$ cat src/common/bridge_pkg.sv
package bridge_pkg;

	////////////////////
	// serial timing
	////////////////////

	// 50 MHz / 115200 baud
	localparam int clks_per_bit = 434;
	localparam int baud_cnt_w = $clog2(clks_per_bit);
	// last count of a full bit period
	localparam logic [baud_cnt_w-1:0] baud_last = baud_cnt_w'(clks_per_bit - 1);
	// last count up to the middle of the start bit
	localparam logic [baud_cnt_w-1:0] baud_half = baud_cnt_w'(clks_per_bit / 2 - 1);

	////////////////////
	// flash array
	////////////////////

	localparam int flash_depth = 256;
	// program and erase hold off ack this long
	localparam int flash_busy_cycles = 4;
	localparam int busy_cnt_w = $clog2(flash_busy_cycles + 1);
	localparam logic [busy_cnt_w-1:0] busy_last = busy_cnt_w'(flash_busy_cycles);

	////////////////////
	// host commands
	////////////////////

	// ascii W, E, R
	localparam logic [7:0] cmd_write = 8'h57;
	localparam logic [7:0] cmd_erase = 8'h45;
	localparam logic [7:0] cmd_read = 8'h52;
	// ascii ? sent back for anything else
	localparam logic [7:0] reply_bad = 8'h3F;

	// wishbone classic, master to slave
	typedef struct packed {
		logic       cyc;
		logic       stb;
		logic       we;
		// erase tag, only meaningful with we
		logic       erase;
		logic [7:0] adr;
		logic [7:0] dat;
	} wb_m2s_t;

	// wishbone classic, slave to master
	typedef struct packed {
		logic       ack;
		logic [7:0] dat;
	} wb_s2m_t;

	// one host frame as received
	typedef struct packed {
		logic [7:0] cmd;
		logic [7:0] addr;
		logic [7:0] data;
	} frame_t;

endpackage

$ cat src/uart/uart_rx.sv
`timescale 1ns/1ps

module uart_rx import bridge_pkg::*; (
	input  logic       CLK_50MHZ,
	input  logic       RST,
	input  logic       rxd,
	output logic [7:0] rx_byte,
	output logic       rx_valid
);

	typedef enum logic [1:0] {st_idle, st_start, st_data, st_stop} rx_state_t;

	rx_state_t state;
	logic rx_meta;
	logic rx_sync;
	logic [baud_cnt_w-1:0] cnt;
	logic [2:0] bit_idx;

	// two flop synchronizer, line idles high
	always_ff @(posedge CLK_50MHZ) begin
		if (RST) begin
			rx_meta <= 1'b1;
			rx_sync <= 1'b1;
		end else begin
			rx_meta <= rxd;
			rx_sync <= rx_meta;
		end
	end

	////////////////////
	// bit sampler
	////////////////////

	always_ff @(posedge CLK_50MHZ) begin
		if (RST) begin
			state <= st_idle;
			cnt <= '0;
			bit_idx <= '0;
			rx_valid <= 1'b0;
		end else begin
			rx_valid <= 1'b0;
			case (state)
				st_idle: begin
					cnt <= '0;
					bit_idx <= '0;
					// falling edge starts a frame
					if (!rx_sync)
						state <= st_start;
				end
				st_start: begin
					if (cnt == baud_half) begin
						cnt <= '0;
						// glitch, not a real start bit
						state <= rx_sync ? st_idle : st_data;
					end else begin
						cnt <= cnt + 1'b1;
					end
				end
				st_data: begin
					if (cnt == baud_last) begin
						cnt <= '0;
						// lsb first
						rx_byte <= {rx_sync, rx_byte[7:1]};
						bit_idx <= bit_idx + 1'b1;
						if (bit_idx == 3'd7)
							state <= st_stop;
					end else begin
						cnt <= cnt + 1'b1;
					end
				end
				st_stop: begin
					if (cnt == baud_last) begin
						cnt <= '0;
						state <= st_idle;
						// low stop bit drops the byte
						rx_valid <= rx_sync;
					end else begin
						cnt <= cnt + 1'b1;
					end
				end
				default: state <= st_idle;
			endcase
		end
	end

endmodule

$ cat src/uart/uart_tx.sv
`timescale 1ns/1ps

module uart_tx import bridge_pkg::*; (
	input  logic       CLK_50MHZ,
	input  logic       RST,
	input  logic [7:0] tx_byte,
	input  logic       tx_start,
	output logic       txd,
	output logic       tx_busy
);

	// stop, data, start from msb down
	logic [9:0] shift_q;
	logic [baud_cnt_w-1:0] cnt;
	logic [3:0] bit_idx;

	////////////////////
	// shifter
	////////////////////

	always_ff @(posedge CLK_50MHZ) begin
		if (RST) begin
			shift_q <= '1;
			tx_busy <= 1'b0;
			cnt <= '0;
			bit_idx <= '0;
		end else if (!tx_busy) begin
			if (tx_start) begin
				shift_q <= {1'b1, tx_byte, 1'b0};
				tx_busy <= 1'b1;
				cnt <= '0;
				bit_idx <= '0;
			end
		end else if (cnt == baud_last) begin
			cnt <= '0;
			// refill with ones so the line ends idle
			shift_q <= {1'b1, shift_q[9:1]};
			if (bit_idx == 4'd9)
				tx_busy <= 1'b0;
			else
				bit_idx <= bit_idx + 1'b1;
		end else begin
			cnt <= cnt + 1'b1;
		end
	end

	// lsb of the shifter is the line
	assign txd = shift_q[0];

endmodule

$ cat src/flash/flash_array.sv
`timescale 1ns/1ps

module flash_array import bridge_pkg::*; (
	input  logic    CLK_50MHZ,
	input  logic    RST,
	input  wb_m2s_t wb_in,
	output wb_s2m_t wb_out
);

	logic [7:0] mem [flash_depth];
	logic ack_q;
	logic [7:0] dat_q;
	logic [busy_cnt_w-1:0] wait_cnt;
	logic [busy_cnt_w-1:0] wait_last;
	logic [7:0] cur_val;
	logic [7:0] new_val;
	logic req;
	logic done;

	// live request, one ack per cycle
	assign req = wb_in.cyc && wb_in.stb && !ack_q;
	// reads take one wait, program and erase the busy time
	assign wait_last = wb_in.we ? busy_last : '0;
	assign done = req && (wait_cnt == wait_last);

	assign cur_val = mem[wb_in.adr];
	// nor style program only clears bits
	assign new_val = wb_in.erase ? 8'hFF : (cur_val & wb_in.dat);

	////////////////////
	// array and handshake
	////////////////////

	always_ff @(posedge CLK_50MHZ) begin
		if (RST) begin
			// whole array erased
			for (int i = 0; i < flash_depth; i++)
				mem[i] <= 8'hFF;
			ack_q <= 1'b0;
			wait_cnt <= '0;
		end else begin
			ack_q <= done;
			if (done) begin
				wait_cnt <= '0;
				if (wb_in.we)
					mem[wb_in.adr] <= new_val;
			end else if (req) begin
				wait_cnt <= wait_cnt + 1'b1;
			end else begin
				wait_cnt <= '0;
			end
		end
	end

	// stored value after the commit, valid with ack
	always_ff @(posedge CLK_50MHZ) begin
		if (done)
			dat_q <= wb_in.we ? new_val : cur_val;
	end

	assign wb_out.ack = ack_q;
	assign wb_out.dat = dat_q;

endmodule

$ cat src/source/command_manager.sv
`timescale 1ns/1ps

module command_manager import bridge_pkg::*; (
	input  logic       CLK_50MHZ,
	input  logic       RST,
	input  logic [7:0] rx_byte,
	input  logic       rx_valid,
	output logic [7:0] tx_byte,
	output logic       tx_start,
	input  logic       tx_busy,
	output wb_m2s_t    wb_out,
	input  wb_s2m_t    wb_in
);

	typedef enum logic [2:0] {
		st_wait_cmd,
		st_wait_addr,
		st_wait_data,
		st_bus_cycle,
		st_send_addr,
		st_send_data
	} mgr_state_t;

	mgr_state_t state;
	frame_t frame;
	logic [7:0] reply_data;
	logic cmd_known;

	// only W, E and R reach the array
	assign cmd_known = (frame.cmd == cmd_write) || (frame.cmd == cmd_erase) ||
		(frame.cmd == cmd_read);

	////////////////////
	// control FSM
	////////////////////

	always_ff @(posedge CLK_50MHZ) begin
		if (RST) begin
			state <= st_wait_cmd;
		end else begin
			case (state)
				st_wait_cmd: begin
					if (rx_valid)
						state <= st_wait_addr;
				end
				st_wait_addr: begin
					if (rx_valid)
						state <= st_wait_data;
				end
				st_wait_data: begin
					// unknown command goes straight to the reply
					if (rx_valid)
						state <= cmd_known ? st_bus_cycle : st_send_addr;
				end
				st_bus_cycle: begin
					// cyc and stb drop with the state change
					if (wb_in.ack)
						state <= st_send_addr;
				end
				st_send_addr: begin
					if (!tx_busy)
						state <= st_send_data;
				end
				st_send_data: begin
					// transmitter still busy with the address byte here
					if (!tx_busy)
						state <= st_wait_cmd;
				end
				default: state <= st_wait_cmd;
			endcase
		end
	end

	////////////////////
	// frame and reply
	////////////////////

	always_ff @(posedge CLK_50MHZ) begin
		case (state)
			st_wait_cmd: begin
				if (rx_valid)
					frame.cmd <= rx_byte;
			end
			st_wait_addr: begin
				if (rx_valid)
					frame.addr <= rx_byte;
			end
			st_wait_data: begin
				if (rx_valid) begin
					frame.data <= rx_byte;
					// overwritten on ack for a known command
					reply_data <= reply_bad;
				end
			end
			st_bus_cycle: begin
				if (wb_in.ack)
					reply_data <= wb_in.dat;
			end
			default: ;
		endcase
	end

	// one pulse per reply byte, only with the transmitter idle
	assign tx_start = !tx_busy && ((state == st_send_addr) || (state == st_send_data));
	assign tx_byte = (state == st_send_data) ? reply_data : frame.addr;

	// bus signals held stable for the whole cycle
	always_comb begin
		wb_out.cyc = (state == st_bus_cycle);
		wb_out.stb = (state == st_bus_cycle);
		wb_out.we = (frame.cmd != cmd_read);
		wb_out.erase = (frame.cmd == cmd_erase);
		wb_out.adr = frame.addr;
		wb_out.dat = frame.data;
	end

endmodule

$ cat src/source/uart_flash_bridge.sv
`timescale 1ns/1ps

module uart_flash_bridge import bridge_pkg::*; (
	input  logic CLK_50MHZ,
	input  logic RST,
	input  logic rs_rxd,
	output logic rs_txd
);

	logic [7:0] rx_byte;
	logic rx_valid;
	logic [7:0] tx_byte;
	logic tx_start;
	logic tx_busy;
	wb_m2s_t wb_m2s;
	wb_s2m_t wb_s2m;

	////////////////////
	// serial side
	////////////////////

	uart_rx uart_rx_inst (
		.CLK_50MHZ(CLK_50MHZ),
		.RST(RST),
		.rxd(rs_rxd),
		.rx_byte(rx_byte),
		.rx_valid(rx_valid)
	);

	uart_tx uart_tx_inst (
		.CLK_50MHZ(CLK_50MHZ),
		.RST(RST),
		.tx_byte(tx_byte),
		.tx_start(tx_start),
		.txd(rs_txd),
		.tx_busy(tx_busy)
	);

	// frame decode and wishbone master
	command_manager command_manager_inst (
		.CLK_50MHZ(CLK_50MHZ),
		.RST(RST),
		.rx_byte(rx_byte),
		.rx_valid(rx_valid),
		.tx_byte(tx_byte),
		.tx_start(tx_start),
		.tx_busy(tx_busy),
		.wb_out(wb_m2s),
		.wb_in(wb_s2m)
	);

	flash_array flash_array_inst (
		.CLK_50MHZ(CLK_50MHZ),
		.RST(RST),
		.wb_in(wb_m2s),
		.wb_out(wb_s2m)
	);

endmodule

$ cat config.mk
export PLATFORM = sky130hd
export DESIGN_NAME = uart_flash_bridge
export DESIGN_NICKNAME = d
export VERILOG_FILES = /design/src/common/bridge_pkg.sv /design/src/uart/uart_rx.sv /design/src/uart/uart_tx.sv /design/src/flash/flash_array.sv /design/src/source/command_manager.sv /design/src/source/uart_flash_bridge.sv
export SDC_FILE = /design/constraint.sdc
export NUM_CORES = 2
export LEC_CHECK = 0
export BUFFER_PORTS_ARGS = -buffer_cell sky130_fd_sc_hd__buf_2
export CAP_MARGIN = 20
export CORE_MARGIN = 10
export CORE_UTILIZATION = 36
export CTS_CLUSTER_DIAMETER = 200
export DETAILED_ROUTE_END_ITERATION = 8
export HOLD_SLACK_MARGIN = 0.06
export PLACE_DENSITY = 0.53
export SYNTH_ARGS = -nofsm -noshare
export SYNTH_HDL_FRONTEND = slang
export SYNTH_HIERARCHICAL = 1
export SYNTH_SLANG_ARGS = --single-unit
$ cat constraint.sdc
create_clock -name CLK_50MHZ -period 5.48 [get_ports CLK_50MHZ]
set_input_delay 0.822 -clock CLK_50MHZ [delete_from_list [all_inputs] [get_ports CLK_50MHZ]]
set_output_delay 0.822 -clock CLK_50MHZ [all_outputs]
set_load 0.01 [all_outputs]
Word level (Yosys, flattened, before mapping)

Memory sizes are Yosys's and may differ from the RTL's. A register that Yosys moved wholly into a read port is not among the register bits.
Index checks and enable logic that the tools add are counted.

Add/sub/neg operators: 5
Equal/unequal tests: 31
Muxes and demuxes: 51
Bitwise gates (word level): 5
Reduce and logical (&&, ||, !) cells: 27

Operator list:

| cell                                                                  | number |
|---|---|
| 8-bit two-way mux                                                     | 8 |
| 9-bit two-way mux                                                     | 5 |
| 10-bit two-way mux                                                    | 3 |
| 3-bit two-way mux                                                     | 9 |
| 9-bit one-hot mux with 3 select lines                                 | 1 |
| 8-bit by 7-bit equality test with 1-bit output, second input constant | 3 |
| 9-bit by 1-bit adder with 9-bit output, second input constant         | 2 |
| 9-bit equality test, second input constant                            | 2 |
| 2-bit != test, second input constant                                  | 9 |
| 3-bit one-hot mux with 6 select lines                                 | 1 |
| 4-bit two-way mux                                                     | 4 |
| 8-bit one-hot mux with 2 select lines                                 | 1 |
| 2-bit two-way mux                                                     | 6 |
| 1-bit two-way mux                                                     | 11 |
| 2-bit AND reduction                                                   | 5 |
| 3-bit equality test, second input constant                            | 3 |
| 9-bit by 8-bit equality test with 1-bit output, second input constant | 1 |
| 3-bit AND reduction                                                   | 3 |
| 8-bit bitwise AND                                                     | 1 |
| 2-bit by 1-bit != test with 1-bit output, second input constant       | 4 |
| 8-bit by 7-bit != test with 1-bit output, second input constant       | 1 |
| 2-bit one-hot mux with 4 select lines                                 | 1 |
| 8-bit OR reduction                                                    | 1 |
| 3-bit by 1-bit adder with 3-bit output, second input constant         | 2 |
| 19 further kinds                                                      | 32 |

Flip-flop bits (word level): 96
Bits in writable memories: 2048
Word-level logic and storage cells: 139
Memories kept: 1

Memory list:

| memory               | words | width | rd ports | clocked after memory_dff | wr ports | line              | text |
|---|---|---|---|---|---|---|---|
| flash_array_inst.mem | 256   | 8     | 1        | 1                        | 256      | flash_array.sv:10 | `logic [7:0] mem [flash_depth];` |

Depth between registers and ports, before layout

Depth in word-level cells: 9
Gate-level depth with buffers: 17
Gate-level depth less buffers: 9

Cells and area by module

Netlist, hierarchy kept.

Modules (own cells, without submodules):

| module          | times used | cells each | area an instance (um2) |
|---|---|---|---|
| flash_array     | 1          | 6834       | 92115.8 |
| command_manager | 1          | 109        | 1590.3 |
| uart_tx         | 1          | 144        | 1199.9 |
| uart_rx         | 1          | 88         | 1043.5 |

Worst setup path before layout

OpenSTA, ideal clock, no wires.

Kind: register to register
Start: register command_manager_inst/frame[19] (netlist name)
End: memory flash_array_inst.mem[209][0], enable pin
Setup time: 0.375 ns
Arrival time: 3.420 ns
Data required time: 5.105 ns
Slack: 1.685 ns
Stages on the path, launching flop included: 10
Period minus slack after synthesis: 3.795 ns
Cell sequence: edfxtp_1 > or4b_4 > or4_4 > xnor2_1 > nand2_1 > nor4_1 > clkbuf_1 > nand3_1 > clkbuf_1 > o21bai_1

RTL lines:

| element         | line                  | text |
|---|---|---|
| start, declared | command_manager.sv:25 | `frame_t frame;` |
| end, declared   | flash_array.sv:10     |  |

==> metrics.csv <==
metric,value,unit
status,"finished, final reports clean",
Seq cells post-synth,2143,
Post-Syn Area,95900,um^2
met3 wire len,23700,um
register area,63900,um^2
"Slew Viols, Final",0,
starting density of the core,36.2,%
min-delay src,rs_rxd,
measured slew at the worst slew-check pin,1.15,ns
Cell variety after synth,80,
worst-path maximum fanout,96,
DRC errors left,0,
min cycle time layout,5.43,ns
main flop type after synthesis,edfxtp_1,
Die Y,536,um
static leakage,34.9,nW
later-pin clock latency in the skew report,0.87,ns
Hold EP,uart_rx_inst/rx_meta$_SDFF_PP1_,
nets,7030,
area share of the largest cell type after synthesis,65.6,%
Syn. warnings,6,
area of the multi-input gates,28900,um^2
"commonest non-fill, non-tap cell in the layout",nand2_1,
largest net degree at the start of global routing,144,
H-tree levels,4,
layout cell share with drive strength beyond 1,12.9,%
Worst R2R Start,command_manager_inst/wb_out[8]$_DFFE_PP_,
DR WL/cell,27.6,um
final setup vio count,0,
max_cap viols,0,
global-route wire length before repair,427000,um
routed vias,60000,
Hold Slack,0.153,ns
cell count after synthesis,7175,
Filler Cell Count,24600,
final wirelength,297000,um
Post-CTS Resized,0,
dpl hpwl,186000,um
First-pass DRT Iterations,6,
Yosys top cell by area,edfxtp_1,
most frequent cells in the layout,"nand2_1, edfxtp_1, mux2i_1",
worst reg2reg endpoint,flash_array_inst/mem[28][4]$_SDFFCE_PN1P_,
Max Fclk,0.184,GHz
Fin. Hold Viols,0,
post-synthesis async set-or-reset flop share,0,%
Area after DPL,99600,um^2
crit start category,register,
unrepaired setup endpoints after global routing,no,
"Seq/Total Area, Yosys",66.6,%
maximum vdd ir drop,0.264,mV
total power,34.7,mW
CTS max path bufs,3,
"Max stage delay cell, worst path",or4_1,
initial antenna violation count,16,
CTS buffer count,222,
reg2reg setup slack,0.05,ns
Rows,189,
Total GRT Usage,20.1,%
Max transition margin,23.1,%
crit path DAT,6.00,ns
core box area,265000,um^2
Power Density,325,nW/um^2
"slowest stage delay, CP",0.77,ns
WL met1,123000,um
top routing layer in use,met5,
cts hold-fix bufs,0,
Iter 0 DRT Violations,6535,
Die ar.,288000,um^2
Final Wtd Congestion,0.837,
post-CTS setup repair buffer count,0,
Worst Hold Depth,2,
period utilization,99.0,%
number of global-route vias before repair,59200,
"CTS clk-pin slew, worst paths",0.06,ns
Synth area leaders,"edfxtp_1, nand2_1, mux4_2",
post-route cell area,107000,um^2
via/cell ratio,5.58,
Post-Route Setup TNS,0,ns
DRT antenna net count,0,
PortBufs,3,
global route total overflow,0,
root buf cell,clkbuf_16,
IO Count,4,
worst hold-check path type,primary input to register,
post-synth net total,7189,
final core occ,40.2,%
CP required,6.06,ns
syn_area_per_cell,13.4,um^2
critical path class,register to register,
reg2reg path depth,11,
"EDFF count, synth",2096,
CP Cell Sequence,buf_12 -> buf_4 -> buf_4 -> mux4_2 -> and3_1 -> a211oi_1 -> o2111ai_1 -> or4_1 -> o211ai_4 -> buf_12 -> nand2_1,
Clock Skew,0.0407,ns
Clock Sinks,2143,
Crit. End Element,register,
DIE WIDTH,536,um
met2 routed WL,138000,um
TritonCTS clock tree,done,
Layout area overhead,11.2,%
[final cells by class]
cell class | count | share of cell area (%)
Timing Repair Buffer | 225 | 2.23
Tap cell | 3533 | 4.14
Clock inverter | 136 | 1.07
Inverter | 12 | 0.0422
Antenna cell | 7 | 0.0164
Multi-Input combinational cell | 4412 | 27.1
Clock buffer | 282 | 5.55
Sequential cell | 2143 | 59.9
[Yosys cell counts (31+ instances only)]
master	n
nand2_1	2162
edfxtp_1	2096
mux2i_1	484
nor2_1	313
mux4_2	276
buf_2	229
a21o_1	184
a22oi_1	182
clkbuf_1	176
nand3_1	168
a21oi_1	101
buf_4	99
buf_6	69
o21bai_1	68
dfxtp_1	47
a31oi_1	43
a22o_1	41
and3_1	40
buf_1	31
[report_power, final]
group | switching, mW | internal (mW)
Clock | 6.48 | 8.37
Combinational | 0.611 | 0.325
Sequential | 0.215 | 18.7
Total | 7.31 | 27.4
[worst max-delay path, delay by kind of cell (launching register included)]
family	cells	cell delay, ns
flip-flops	1	0.44
AND/OR/NAND/NOR	3	1.12
multiplexers	1	0.59
buffers and inverters	4	1.52
AO/OA/AOI/OAI	3	1.19
[how the worst max path moves through the flow]
stage,start,end,slack (ns),cells past startpoint
final,command_manager_inst/wb_out[8]$_DFFE_PP_,flash_array_inst/mem[28][4]$_SDFFCE_PN1P_,0.05,11
after global routing,command_manager_inst/wb_out[8]$_DFFE_PP_,flash_array_inst/mem[131][4]$_SDFFCE_PN1P_,0.04,11
after CTS,command_manager_inst/wb_out[8]$_DFFE_PP_,flash_array_inst/mem[159][4]$_SDFFCE_PN1P_,0.14,11
after detailed placement,command_manager_inst/wb_out[8]$_DFFE_PP_,flash_array_inst/mem[116][4]$_SDFFCE_PN1P_,0.12,11
after global placement,command_manager_inst/wb_out[8]$_DFFE_PP_,flash_array_inst/mem[115][4]$_SDFFCE_PN1P_,0.22,11
after floorplan,command_manager_inst/frame[19]$_DFFE_PP_,flash_array_inst/mem[209][0]$_SDFFCE_PN1P_,1.69,9
[state kept, by name (all words and copies together) (netlist names), 4 cells and up, named ones only]
register	count
command_manager_inst/frame	8
uart_rx_inst/rx_byte	8
uart_rx_inst/cnt	9
uart_tx_inst/cnt	9
uart_tx_inst/bit_idx	4
command_manager_inst/reply_data	8
command_manager_inst/wb_out	16
flash_array_inst/mem	2048
flash_array_inst/dat_q	8
uart_tx_inst/shift_q	9
[logic make-up (layout without fill, tap and decap cells)]
family                   Yosys count  count (layout)  synth area share, %
AND/OR/NAND/NOR                 2885            2885                 12.3
other                              0               7                    0
flip-flops                      2143            2143                 66.6
multiplexers                     770             770                 11.6
adder cells (fa/ha/maj)           11              11                0.143
XOR/XNOR                          10              10               0.0913
AO/OA/AOI/OAI                    736             736                 5.57
buffers and inverters            620             655                 3.69
[layer usage]
| metal | vias to the layer above | global-route usage, % |
|---|---|---|
| li1 | 26000 | - |
| met1 | 31000 | 27.3 |
| met2 | 2543 | 31.8 |
| met3 | 530 | 3.91 |
| met4 | 2 | 7.87 |
| met5 | - | 0 |
[through the flow]
step	std cells	setup slack, ns
global route	10700	0.0413
detailed placement	10300	0.121
floorplan	7175	1.69
CTS	10700	0.136
finish	10800	0.0547
global placement	10300	0.219
No activity file was read; power rests on OpenSTA's default activity.
